===== src/include/chan_link_settings.svh =====
// ################################################
// channel link settings
// FIFO depth, pause threshold and counter width
// ################################################

`ifndef CHAN_LINK_SETTINGS_SVH
`define CHAN_LINK_SETTINGS_SVH

// beats held by each stream FIFO, power of two
`define CHAN_FIFO_DEPTH 16

// rx fill above which readout_pause is raised
`define CHAN_PAUSE_THRESH 12

// width of the saturating error counters
`define CHAN_CNT_W 16

`endif


===== src/hw/chan_link_pkg.sv =====
// ################################################
// channel link package
// stream beat, programming request and control types
// ################################################

package chan_link_pkg;

  // one 32-bit stream beat, keep[3] marks the first byte
  typedef struct packed {
    logic [31:0] data;                  // payload word
    logic [3:0]  keep;                  // byte enables, msb first
    logic        last;                  // end of frame
  } beat_t;

  // programming interface request
  typedef struct packed {
    logic        sel;                   // block selected
    logic        sync;                  // start of operation
    logic        rd_en;                 // read cycle
    logic        wr_en;                 // write cycle
    logic [19:0] addr;                  // register address
    logic [31:0] wr_data;               // write payload
  } io_req_t;

  // link control from the register block
  typedef struct packed {
    logic       link_enable;            // let tx beats into the lane
    logic [2:0] loopback;               // nonzero selects internal loopback
  } link_ctrl_t;

  // register map
  typedef enum logic [19:0] {
    REG_CTRL      = 20'h0,              // rw, link_enable and loopback
    REG_STATUS    = 20'h1,              // ro, up, pause, fill counts
    REG_FRAME_ERR = 20'h2,              // frame errors, write clears
    REG_DROP      = 20'h3               // dropped rx beats, write clears
  } reg_addr_e;

  // keep pattern classification of a received beat
  typedef enum logic [1:0] {
    KEEP_FULL = 2'd0,                   // all four bytes
    KEEP_TAIL = 2'd1,                   // contiguous partial on last beat
    KEEP_BAD  = 2'd2                    // anything else
  } keep_class_e;

endpackage


===== src/hw/chan_io_block.sv =====
// ################################################
// programming interface register block
// control, status readback, error counters
// ################################################

`timescale 1ns/100ps

`include "chan_link_settings.svh"

module chan_io_block (
  input  logic                      aurora_user_clk,
  input  logic                      arst_n,
  input  chan_link_pkg::io_req_t    io_req,
  input  logic                      channel_up,
  input  logic                      readout_pause,
  input  logic [4:0]                tx_count,     // tx FIFO fill
  input  logic [4:0]                rx_count,     // rx FIFO fill
  input  logic                      frame_err,    // bad keep pulse
  input  logic                      drop,         // rx FIFO overflow pulse
  output logic [31:0]               io_rd_data,
  output logic                      io_rd_ack,
  output chan_link_pkg::link_ctrl_t ctrl
);

  logic                   acc;
  logic                   wr;
  logic                   rd;
  logic [31:0]            rd_mux;
  logic [1:0]             cnt_evt;                 // 0 frame error, 1 drop
  logic [1:0]             cnt_clr;
  logic [`CHAN_CNT_W-1:0] cnt [2];

  assign acc = io_req.sel & io_req.sync;           // accepted on this edge
  assign wr  = acc & io_req.wr_en;
  assign rd  = acc & io_req.rd_en;

  assign cnt_evt    = {drop, frame_err};
  assign cnt_clr[0] = wr & (io_req.addr == chan_link_pkg::REG_FRAME_ERR);
  assign cnt_clr[1] = wr & (io_req.addr == chan_link_pkg::REG_DROP);

  // control register
  always_ff @(posedge aurora_user_clk or negedge arst_n) begin
    if (!arst_n) begin
      ctrl <= '0;
    end else if (wr && io_req.addr == chan_link_pkg::REG_CTRL) begin
      ctrl.link_enable <= io_req.wr_data[0];
      ctrl.loopback    <= io_req.wr_data[3:1];
    end
  end

  // saturating counters, a write clears
  for (genvar i = 0; i < 2; i++) begin : g_cnt
    always_ff @(posedge aurora_user_clk or negedge arst_n) begin
      if (!arst_n) begin
        cnt[i] <= '0;
      end else if (cnt_clr[i]) begin
        cnt[i] <= '0;                              // clear wins over an event
      end else if (cnt_evt[i] && cnt[i] != '1) begin
        cnt[i] <= cnt[i] + 1'b1;
      end
    end
  end

  // readback mux
  always_comb begin
    rd_mux = '0;                                   // unknown addresses read zero
    case (io_req.addr)
      chan_link_pkg::REG_CTRL: begin
        rd_mux[0]   = ctrl.link_enable;
        rd_mux[3:1] = ctrl.loopback;
      end
      chan_link_pkg::REG_STATUS: begin
        rd_mux[0]     = channel_up;
        rd_mux[1]     = readout_pause;
        rd_mux[12:8]  = tx_count;
        rd_mux[20:16] = rx_count;
      end
      chan_link_pkg::REG_FRAME_ERR: rd_mux[`CHAN_CNT_W-1:0] = cnt[0];
      chan_link_pkg::REG_DROP:      rd_mux[`CHAN_CNT_W-1:0] = cnt[1];
      default:                      rd_mux = '0;
    endcase
  end

  // data and ack one cycle after the request
  always_ff @(posedge aurora_user_clk or negedge arst_n) begin
    if (!arst_n) begin
      io_rd_data <= '0;
      io_rd_ack  <= 1'b0;
    end else begin
      io_rd_ack <= rd;
      if (rd) begin
        io_rd_data <= rd_mux;
      end
    end
  end

endmodule


===== src/hw/chan_lane_stage.sv =====
// ################################################
// lane stage, tx out or internal loopback
// keep check on every received beat, channel_up
// ################################################

`timescale 1ns/100ps

module chan_lane_stage (
  input  logic                      aurora_user_clk,
  input  logic                      arst_n,
  input  chan_link_pkg::link_ctrl_t ctrl,            // enable and loopback
  input  chan_link_pkg::beat_t      tx_beat,         // from tx FIFO
  input  logic                      tx_valid,
  output logic                      tx_ready,
  output chan_link_pkg::beat_t      lane_tx_beat,    // to the lane
  output logic                      lane_tx_strobe,
  input  chan_link_pkg::beat_t      lane_rx_beat,    // from the lane, no stall
  input  logic                      lane_rx_strobe,
  input  logic                      lane_up,
  output chan_link_pkg::beat_t      rx_beat,         // checked beats to rx FIFO
  output logic                      rx_strobe,
  output logic                      frame_err,       // pulse per bad beat
  output logic                      channel_up
);

  logic                        loop;
  logic                        tx_fire;
  chan_link_pkg::beat_t        loop_beat;            // looped beat, one cycle old
  logic                        loop_valid;
  chan_link_pkg::beat_t        chk_beat;
  logic                        chk_valid;
  chan_link_pkg::keep_class_e  keep_class;

  assign loop     = (ctrl.loopback != 3'b000);
  assign tx_ready = ctrl.link_enable;              // lane never stalls when enabled
  assign tx_fire  = tx_valid & tx_ready;

  // looped beat takes priority, external only outside loopback
  assign chk_valid = loop_valid | (lane_rx_strobe & ~loop);
  assign chk_beat  = loop_valid ? loop_beat : lane_rx_beat;

  // keep must be full, or a contiguous head on the last beat
  always_comb begin
    case (chk_beat.keep)
      4'b1111: keep_class = chan_link_pkg::KEEP_FULL;
      4'b1110,
      4'b1100,
      4'b1000: keep_class = chk_beat.last ? chan_link_pkg::KEEP_TAIL
                                          : chan_link_pkg::KEEP_BAD;
      default: keep_class = chan_link_pkg::KEEP_BAD;
    endcase
  end

  always_ff @(posedge aurora_user_clk or negedge arst_n) begin
    if (!arst_n) begin
      lane_tx_beat   <= '0;
      lane_tx_strobe <= 1'b0;
      loop_beat      <= '0;
      loop_valid     <= 1'b0;
      rx_beat        <= '0;
      rx_strobe      <= 1'b0;
      frame_err      <= 1'b0;
      channel_up     <= 1'b0;
    end else begin
      lane_tx_strobe <= tx_fire & ~loop;           // nothing on the lane in loopback
      loop_valid     <= tx_fire & loop;
      if (tx_fire) begin
        lane_tx_beat <= tx_beat;
        loop_beat    <= tx_beat;
      end
      rx_strobe <= chk_valid & (keep_class != chan_link_pkg::KEEP_BAD);
      frame_err <= chk_valid & (keep_class == chan_link_pkg::KEEP_BAD);
      if (chk_valid) begin
        rx_beat <= chk_beat;
      end
      channel_up <= loop | lane_up;                // loopback is always up
    end
  end

endmodule


===== src/hw/chan_link_top.sv =====
// ################################################
// channel link endpoint, user side of one lane
// tx FIFO, lane stage, rx FIFO, registers, pause
// ################################################

`timescale 1ns/100ps

`include "chan_link_settings.svh"

module chan_link_top (
  input  logic                   aurora_user_clk,
  input  logic                   arst_n,
  input  chan_link_pkg::beat_t   tx_beat,         // user tx stream
  input  logic                   tx_valid,
  output logic                   tx_ready,
  output chan_link_pkg::beat_t   rx_beat,         // user rx stream
  output logic                   rx_valid,
  input  logic                   rx_ready,
  output chan_link_pkg::beat_t   lane_tx_beat,    // parallel lane port
  output logic                   lane_tx_strobe,
  input  chan_link_pkg::beat_t   lane_rx_beat,
  input  logic                   lane_rx_strobe,
  input  logic                   lane_up,
  output logic                   readout_pause,   // rx fill above threshold
  input  chan_link_pkg::io_req_t io_req,          // programming interface
  output logic [31:0]            io_rd_data,
  output logic                   io_rd_ack
);

  localparam int CNT_W = $clog2(`CHAN_FIFO_DEPTH) + 1;

  chan_link_pkg::beat_t       fifo_tx_beat;       // tx FIFO to lane
  logic                       fifo_tx_valid;
  logic                       fifo_tx_ready;
  chan_link_pkg::beat_t       lane_rx_out;        // checked beats to rx FIFO
  logic                       lane_rx_out_strobe;
  logic [CNT_W-1:0]           tx_count;
  logic [CNT_W-1:0]           rx_count;
  logic                       rx_drop;
  logic                       frame_err;
  logic                       channel_up;
  chan_link_pkg::link_ctrl_t  ctrl;

  chan_stream_fifo tx_fifo (
    .aurora_user_clk(aurora_user_clk), .arst_n(arst_n),
    .wr_beat(tx_beat), .wr_valid(tx_valid), .wr_ready(tx_ready),
    .rd_beat(fifo_tx_beat), .rd_valid(fifo_tx_valid), .rd_ready(fifo_tx_ready),
    .count(tx_count),
    .drop()                                       // tx side is back-pressured
  );

  chan_lane_stage i_lane (
    .aurora_user_clk(aurora_user_clk), .arst_n(arst_n), .ctrl(ctrl),
    .tx_beat(fifo_tx_beat), .tx_valid(fifo_tx_valid), .tx_ready(fifo_tx_ready),
    .lane_tx_beat(lane_tx_beat), .lane_tx_strobe(lane_tx_strobe),
    .lane_rx_beat(lane_rx_beat), .lane_rx_strobe(lane_rx_strobe), .lane_up(lane_up),
    .rx_beat(lane_rx_out), .rx_strobe(lane_rx_out_strobe),
    .frame_err(frame_err), .channel_up(channel_up)
  );

  chan_stream_fifo rx_fifo (
    .aurora_user_clk(aurora_user_clk), .arst_n(arst_n),
    .wr_beat(lane_rx_out), .wr_valid(lane_rx_out_strobe),
    .wr_ready(),                                  // lane cannot stall, overflow shows as drop
    .rd_beat(rx_beat), .rd_valid(rx_valid), .rd_ready(rx_ready),
    .count(rx_count), .drop(rx_drop)
  );

  chan_io_block i_io (
    .aurora_user_clk(aurora_user_clk), .arst_n(arst_n), .io_req(io_req),
    .channel_up(channel_up), .readout_pause(readout_pause),
    .tx_count(tx_count), .rx_count(rx_count),
    .frame_err(frame_err), .drop(rx_drop),
    .io_rd_data(io_rd_data), .io_rd_ack(io_rd_ack), .ctrl(ctrl)
  );

  // pause upstream readout while rx FIFO is nearly full
  always_ff @(posedge aurora_user_clk or negedge arst_n) begin
    if (!arst_n) begin
      readout_pause <= 1'b0;
    end else begin
      readout_pause <= (rx_count > CNT_W'(`CHAN_PAUSE_THRESH));
    end
  end

endmodule


===== src/hw/chan_stream_fifo.sv =====
// ################################################
// synchronous stream FIFO with output register
// fill count, full drop pulse
// ################################################

`timescale 1ns/100ps

`include "chan_link_settings.svh"

module chan_stream_fifo (
  input  logic                 aurora_user_clk,
  input  logic                 arst_n,
  input  chan_link_pkg::beat_t wr_beat,       // write side
  input  logic                 wr_valid,
  output logic                 wr_ready,
  output chan_link_pkg::beat_t rd_beat,       // read side, registered
  output logic                 rd_valid,
  input  logic                 rd_ready,
  output logic [4:0]           count,         // total occupancy incl. output reg
  output logic                 drop           // write lost while full
);

  localparam int PTR_W = $clog2(`CHAN_FIFO_DEPTH);
  localparam int CNT_W = PTR_W + 1;

  chan_link_pkg::beat_t mem [`CHAN_FIFO_DEPTH];  // circular storage
  logic [PTR_W-1:0] wr_ptr;
  logic [PTR_W-1:0] rd_ptr;
  logic [CNT_W-1:0] mem_cnt;                     // entries still in mem
  logic             wr_fire;
  logic             pop;
  logic             load;

  assign wr_ready = (count != CNT_W'(`CHAN_FIFO_DEPTH)); // full counts the output reg too
  assign wr_fire  = wr_valid & wr_ready;
  assign pop      = rd_valid & rd_ready;
  assign mem_cnt  = count - CNT_W'(rd_valid);
  assign load     = (mem_cnt != '0) & (~rd_valid | pop); // refill output reg

  // beat storage
  always_ff @(posedge aurora_user_clk) begin
    if (wr_fire) begin
      mem[wr_ptr] <= wr_beat;
    end
  end

  always_ff @(posedge aurora_user_clk or negedge arst_n) begin
    if (!arst_n) begin
      wr_ptr   <= '0;
      rd_ptr   <= '0;
      count    <= '0;
      rd_beat  <= '0;
      rd_valid <= 1'b0;
      drop     <= 1'b0;
    end else begin
      drop <= wr_valid & ~wr_ready;     // one-cycle pulse per lost beat
      if (wr_fire) begin
        wr_ptr <= wr_ptr + 1'b1;        // wraps at depth
      end
      if (load) begin
        rd_beat  <= mem[rd_ptr];
        rd_valid <= 1'b1;
        rd_ptr   <= rd_ptr + 1'b1;
      end else if (pop) begin
        rd_valid <= 1'b0;               // drained
      end
      // read and write may coincide
      count <= count + CNT_W'(wr_fire) - CNT_W'(pop);
    end
  end

endmodule


===== config.mk =====
export PLATFORM = sky130hd
export DESIGN_NAME = chan_link_top
export DESIGN_NICKNAME = d
export VERILOG_FILES = /design/src/hw/chan_link_pkg.sv /design/src/hw/chan_io_block.sv /design/src/hw/chan_lane_stage.sv /design/src/hw/chan_link_top.sv /design/src/hw/chan_stream_fifo.sv
export VERILOG_INCLUDE_DIRS = /design/src /design/src/include
export SDC_FILE = /design/constraint.sdc
export NUM_CORES = 2
export LEC_CHECK = 0
export BUFFER_PORTS_ARGS = -buffer_cell sky130_fd_sc_hd__buf_2
export CAP_MARGIN = 20
export CELL_PAD_IN_SITES_DETAIL_PLACEMENT = 2
export CELL_PAD_IN_SITES_GLOBAL_PLACEMENT = 2
export CORE_AREA = 2 2 303 530
export CTS_CLUSTER_SIZE = 25
export DETAILED_ROUTE_END_ITERATION = 6
export DIE_AREA = 0 0 305 532
export PLACE_DENSITY_LB_ADDON = 0.1
export SLEW_MARGIN = 20
export SYNTH_ARGS = -nofsm -noshare
export SYNTH_HDL_FRONTEND = slang
export SYNTH_SLANG_ARGS = --single-unit

===== constraint.sdc =====
create_clock -name aurora_user_clk -period 9.1 [get_ports aurora_user_clk]
set_input_delay 1.82 -clock aurora_user_clk [delete_from_list [all_inputs] [get_ports aurora_user_clk]]
set_output_delay 1.82 -clock aurora_user_clk [all_outputs]
set_load 0.005 [all_outputs]

After elaboration in Yosys (flattened, before gate mapping)
Memory sizes are Yosys's and may differ from the RTL's. A register that Yosys moved wholly into a read port is not among the register bits.
Index checks and enable logic that the tools add are counted.
- input bits: 136
- memory bits (writable): 1184
- bits in registers: 167
- output and inout port bits: 111
- memories kept: 2
- add/sub/neg operators: 12
- bitwise operators: 25
- reduce and logical (&&, ||, !) cells: 14
- magnitude comparators: 1
- equality and inequality tests: 13
- multiplexer cells: 21
- memory list (memory ; depth ; bits a word ; read ports ; clocked after memory_dff ; write ports ; line ; text):
    rx_fifo.mem ; 16 ; 37 ; 1 ; 1 ; 1 ; chan_stream_fifo.sv:26 ; chan_link_pkg::beat_t mem [`CHAN_FIFO_DEPTH];
    tx_fifo.mem ; 16 ; 37 ; 1 ; 1 ; 1 ; chan_stream_fifo.sv:26 ;
- operator list (kind ; number):
    16-bit 2-to-1 mux ; 4
    20-bit by 2-bit equality test with 1-bit output (second input constant) ; 2
    37-bit 2-to-1 mux ; 1
    16-bit by 1-bit adder with 16-bit output (second input constant) ; 2
    16-bit != test (second input constant) ; 2
    20-bit by 1-bit equality test with 1-bit output (second input constant) ; 1
    20-bit zero test ; 1
    5-bit by 1-bit subtractor with 5-bit output ; 4
    1-bit AND ; 17
    4-bit by 1-bit adder with 4-bit output (second input constant) ; 4
    4-bit equality test (second input constant) ; 4
    5-bit case mux with 3 select lines ; 1
    5-bit by 1-bit adder with 5-bit output ; 2
    5-bit != test (second input constant) ; 2
    5-bit nonzero test ; 2
    1-bit 2-to-1 mux ; 8
    2-bit case mux with 4 select lines ; 1
    4-bit case mux with 2 select lines ; 1
    2-bit nonzero test ; 4
    2-bit case mux with 3 select lines ; 1
    3-bit case mux with 2 select lines ; 1
    5-bit by 4-bit greater-than comparator with 1-bit output (second input constant) ; 1
    5-bit 2-to-1 mux ; 1
    1-bit NOT ; 4
    9 further kinds ; 15

Depth between registers and ports, before layout
- depth in word-level cells: 6
- mapped depth: 14
- gate-level depth less buffers: 13

Cells and area by module
A second synthesis with hierarchy kept.
- cell total of the unflattened synthesis: 2775
- area, all modules: 55461.9 µm²
- by module, submodules not included (module ; area each (µm²) ; sequential area each (µm²) ; instances ; cells each):
    chan_stream_fifo at tx_fifo ; 24451.0 ; 19078.3 ; 1 ; 1089
    chan_stream_fifo at rx_fifo ; 24449.7 ; 19078.3 ; 1 ; 1089
    chan_lane_stage ; 3328.2 ; 1976.9 ; 1 ; 258
    chan_io_block ; 3189.3 ; 1451.4 ; 1 ; 336
    chan_link_top ; 43.8 ; 25.0 ; 1 ; 3

Worst setup path after synthesis
No wires, ideal clock.
- kind: input-to-reg
- start: input port tx_valid
- end: memory tx_fifo.mem[0][0] (netlist bit), enable pin
- data arrival time: 5.489 ns
- buffers on the path: 0
- path slack: 3.087 ns
- cell stages on the path: 2
- setup time: 0.524 ns
- cells stage by stage: nand2_1 > nor4_1
- word-level cells in the longest chain between the ends: 3
- RTL lines (item ; line ; text):
    from (decl) ; chan_link_top.sv:14 ; input logic tx_valid,
    1-bit AND ; chan_stream_fifo.sv:35 ; assign wr_fire = wr_valid & wr_ready;
    1-bit 2-to-1 mux ; chan_stream_fifo.sv:42 ; if (wr_fire) begin
    1-bit 2-to-1 mux (implied by the code) ; chan_stream_fifo.sv:43 ; mem[wr_ptr] <= wr_beat;
    to (decl) ; chan_stream_fifo.sv:26 ;
Every way passes these cells.

Worst setup path after layout
- start: register tx_fifo.count[2]
- end: output port tx_ready
- word-level cells in the longest chain between the ends: 1
- RTL lines (item ; line ; text):
    from (decl) ; chan_stream_fifo.sv:19 ; output logic [4:0] count,
    from (signal assigned) ; chan_stream_fifo.sv:68 ; count <= count + CNT_W'(wr_fire) - CNT_W'(pop);
    5-bit != test ; chan_stream_fifo.sv:34 ; assign wr_ready = (count != CNT_W'(`CHAN_FIFO_DEPTH));
    to (decl) ; chan_link_top.sv:15 ; output logic tx_ready,
Every way passes these cells.

==> results.json <==
{
  "outcome": "finished, final reports clean",
  "core_area_sq_um": 158000,
  "path_clk_slew_ns": 0.06,
  "final_cell_mix": "edfxtp_1, mux4_2, dfrtp_1",
  "routed_via_density": 5.34,
  "avgSynthCellArea_sq_um": 20.0,
  "wl_per_cell_microns": 30.7,
  "dp_cells": 4917,
  "grt_pass1_wl_mm": 229,
  "tns_ns": 0,
  "ys_warn_count": 0,
  "dr.first_iter.drc_count": 1795,
  "synthesis.instances": 2752,
  "power_frac_clock": 0.358,
  "rows": 193,
  "synth-edff-count": 1184,
  "seq_area_frac_synth": 0.756,
  "portBuffers": 207,
  "ant_nets": 0,
  "grt_pass1_vias": 31900,
  "start_util": 0.349,
  "hold_class": "flop to flop",
  "peakVddDrop_v": 0.000237,
  "critPathArrivalTime_ns": 2.24,
  "max_slew.worst_pin.slew_ns": 1.06,
  "clock_sinks": 1425,
  "hold_depth": 1,
  "crit_path_end_kind": "primary output",
  "die-height_microns": 532,
  "finalCritPeriodShare": 0.447,
  "htreeDepth": 4,
  "crit_fanout": 5,
  "final_common_cell": "edfxtp_1",
  "drcViolationCount": 0,
  "antenna_found_initial": 24,
  "wl_mm": 159,
  "cap_violations": 0,
  "combPwrFrac": 0.165,
  "dieWidth_microns": 305,
  "fin_skew_ns": 0.0425,
  "die-area_sq_um": 162000,
  "cts_hold_buf": 0,
  "gp_congestion": 0.734,
  "switching_share": 0.268,
  "area_delta_synth_final_pct": 15.2,
  "setup_viol": 0,
  "final_net_count": 3190,
  "rsz0062_at_grt": "false",
  "crit_family": "flip-flops",
  "pwr_density_cell_nw_per_um2": 266,
  "max_freq_ghz": 0.246,
  "cts_tree": "done",
  "grt.overflow.total": 0,
  "cp_slowest_stage_delay_ns": 0.45,
  "synth_adder_area_share": 0.00755,
  "synth_top_family_by_area": "multiplexers",
  "switching_power_uw": 4520,
  "cts_buffer_depth": 4,
  "grt_max_degree": 112,
  "grt.total_usage": 0.197,
  "crit_buf_inv": 2,
  "ff2ff_path_depth": 7,
  "yosys.area_share.simple": 0.0256,
  "cts_buffers": 148,
  "synthArstFlopShare": 0.169,
  "worstSetupPathType": "flop to primary output",
  "hold_end": "rx_fifo.rd_beat[27]$_DFFE_PN0P_",
  "drv_slew": 0,
  "layout-drive-gt1-share": 0.287,
  "dr_total_vias": 27600,
  "reg2reg_slack_ns": 5.48,
  "slew_headroom": 0.296,
  "num-fill-cells": 14800,
  "cts-resized-gates": 0,
  "crit_slowest_cell": "dfrtp_1",
  "crit_chain": "inv_1, ha_1, nand4_1, buf_2",
  "internal-power_uw": 12400,
  "cts-root-buf": "clkbuf_16",
  "reg2reg_from": "rx_fifo.count[2]$_DFF_PN0_",
  "synth_cell_types": 54,
  "clkLatencyLatePin_ns": 0.77,
  "synthFlopType": "edfxtp_1",
  "leakage_uw": 0.0217,
  "finalHoldViolations": 0,
  "synthMuxAreaShare": 0.148,
  "p_seq_frac": 0.477,
  "synthesis.area_sq_um": 55000,
  "synth_xor_area_frac": 0.00780,
  "dr.pass1.iters": 5,
  "ys_seq_elements": 1425,
  "cts_setup_buffers": 0,
  "r2r-end": "rx_fifo.mem[11][13]$_DFFE_PP_",
  "synth_compound_gate_area_share": 0.0395,
  "ioPinCount": 247,
  "worstSetupStartpointType": "flop",
  "hold_path.startpoint": "rx_fifo.rd_beat[27]$_DFFE_PN0P_",
  "final_cells": 5180,
  "dp_hpwl_mm": 88.3,
  "layout_min_cycle_time_ns": 4.06,
  "crit_required_ns": 7.28
}
## worst max path at each step
stage / to / from / cells past startpoint / slack [ns]
after detailed placement: tx_fifo.mem[15][29]$_DFFE_PP_ / tx_valid / 6 / 4.85
after CTS: tx_ready / tx_fifo.count[2]$_DFF_PN0_ / 4 / 5.00
after global routing: tx_ready / tx_fifo.count[2]$_DFF_PN0_ / 4 / 4.92
final: tx_ready / tx_fifo.count[2]$_DFF_PN0_ / 4 / 5.04
after floorplan: tx_fifo.mem[0][0]$_DFFE_PP_ / tx_valid / 2 / 3.09
after global placement: tx_fifo.mem[14][29]$_DFFE_PP_ / tx_valid / 6 / 4.94
## registers in the layout (all words and copies together), names as in the netlist, 4 cells and up
register / cells
rx_fifo.wr_ptr: 4
rx_fifo.mem: 592
tx_fifo.rd_beat: 37
i_io.io_rd_data: 21
tx_fifo.rd_ptr: 4
rx_fifo.count: 5
rx_fifo.rd_ptr: 4
i_lane.rx_beat: 37
tx_fifo.wr_ptr: 4
i_io.ctrl: 4
rx_fifo.rd_beat: 37
tx_fifo.mem: 592
i_lane.lane_tx_beat: 37
i_io.cnt: 32
tx_fifo.count: 5
## cells by family (layout without fill, tap and decap cells)
kind of cell             after synthesis  in the layout
flip-flops                          1425           1425
buffers and inverters                189            555
other                                  1             16
multiplexers                         431            431
XOR/XNOR                              49             49
AO/OA/AOI/OAI                        326            326
adder cells (fa/ha/maj)               32             32
AND/OR/NAND/NOR                      299            299
## worst register-to-register path, cell delays in order, from the launching register on
cell and delay [ns]:
dfrtp_1 0.50, inv_1 0.14, ha_1 0.25, nand2_1 0.10, o31a_1 0.46, nand2_1 0.39, nor2_4 0.81, buf_4 0.56
## cell type report
cell class / instances / area (sq um) / share of cell area
well taps: 2047 / 2560 / 0.0404
inverters: 37 / 139 / 0.00219
repair buffers: 262 / 1520 / 0.0240
diodes: 5 / 12.5 / 0.000197
multi-input cells: 1148 / 12900 / 0.203
clock buffers: 207 / 4140 / 0.0652
flip-flops and latches: 1425 / 41600 / 0.656
clock inverters: 49 / 578 / 0.00912
## power by group through the flow
stage	logic [uW]	registers (uW)	clock network (uW)
2_1_floorplan	1900	7970	0
3_3_place_gp	2730	8180	0
3_5_place_dp	2820	8250	0
4_1_cts	2830	8110	6210
5_1_grt	3040	8120	6420
6_report	2780	8060	6040
## per-stage QoR
stage	worst slack [ns]	utilization	area (sq um)	power, uW	hold slack, ns
floorplan	3.09	-	55100	9870	0.446
global placement	4.94	0.372	58600	10900	0.454
detailed placement	4.85	0.372	58600	11100	0.463
CTS	5.00	0.402	63300	17100	0.477
global route	4.92	0.402	63400	17600	0.512
finish	5.04	0.402	63400	16900	0.474
## synth_stat cells (all sizes together) (12+ instances only)
library cell | instances | area [sq um]
edfxtp | 1184 | 35600
mux4 | 298 | 6710
dfrtp | 241 | 6030
a22oi | 148 | 1110
nand2 | 111 | 417
nor2 | 83 | 312
clkbuf | 81 | 305
mux2 | 79 | 890
buf | 71 | 425
o21ai | 66 | 330
mux2i | 54 | 541
a21oi | 49 | 245
a21o | 37 | 278
inv | 35 | 131
xor2 | 33 | 289
ha | 30 | 375
nand3 | 20 | 100
xnor2 | 16 | 140
nor3 | 15 | 109
and2 | 12 | 75.1
## layer usage
layer / global-route usage / part of all wire / vias to the layer above
met5: 0 / 0.00093 / -
met4: 0.0558 / 0.026 / 24
met3: 0.0353 / 0.049 / 261
met2: 0.358 / 0.53 / 639
met1: 0.237 / 0.39 / 15100
li1: - / - / 11700
(Power assumes the default switching activity.)
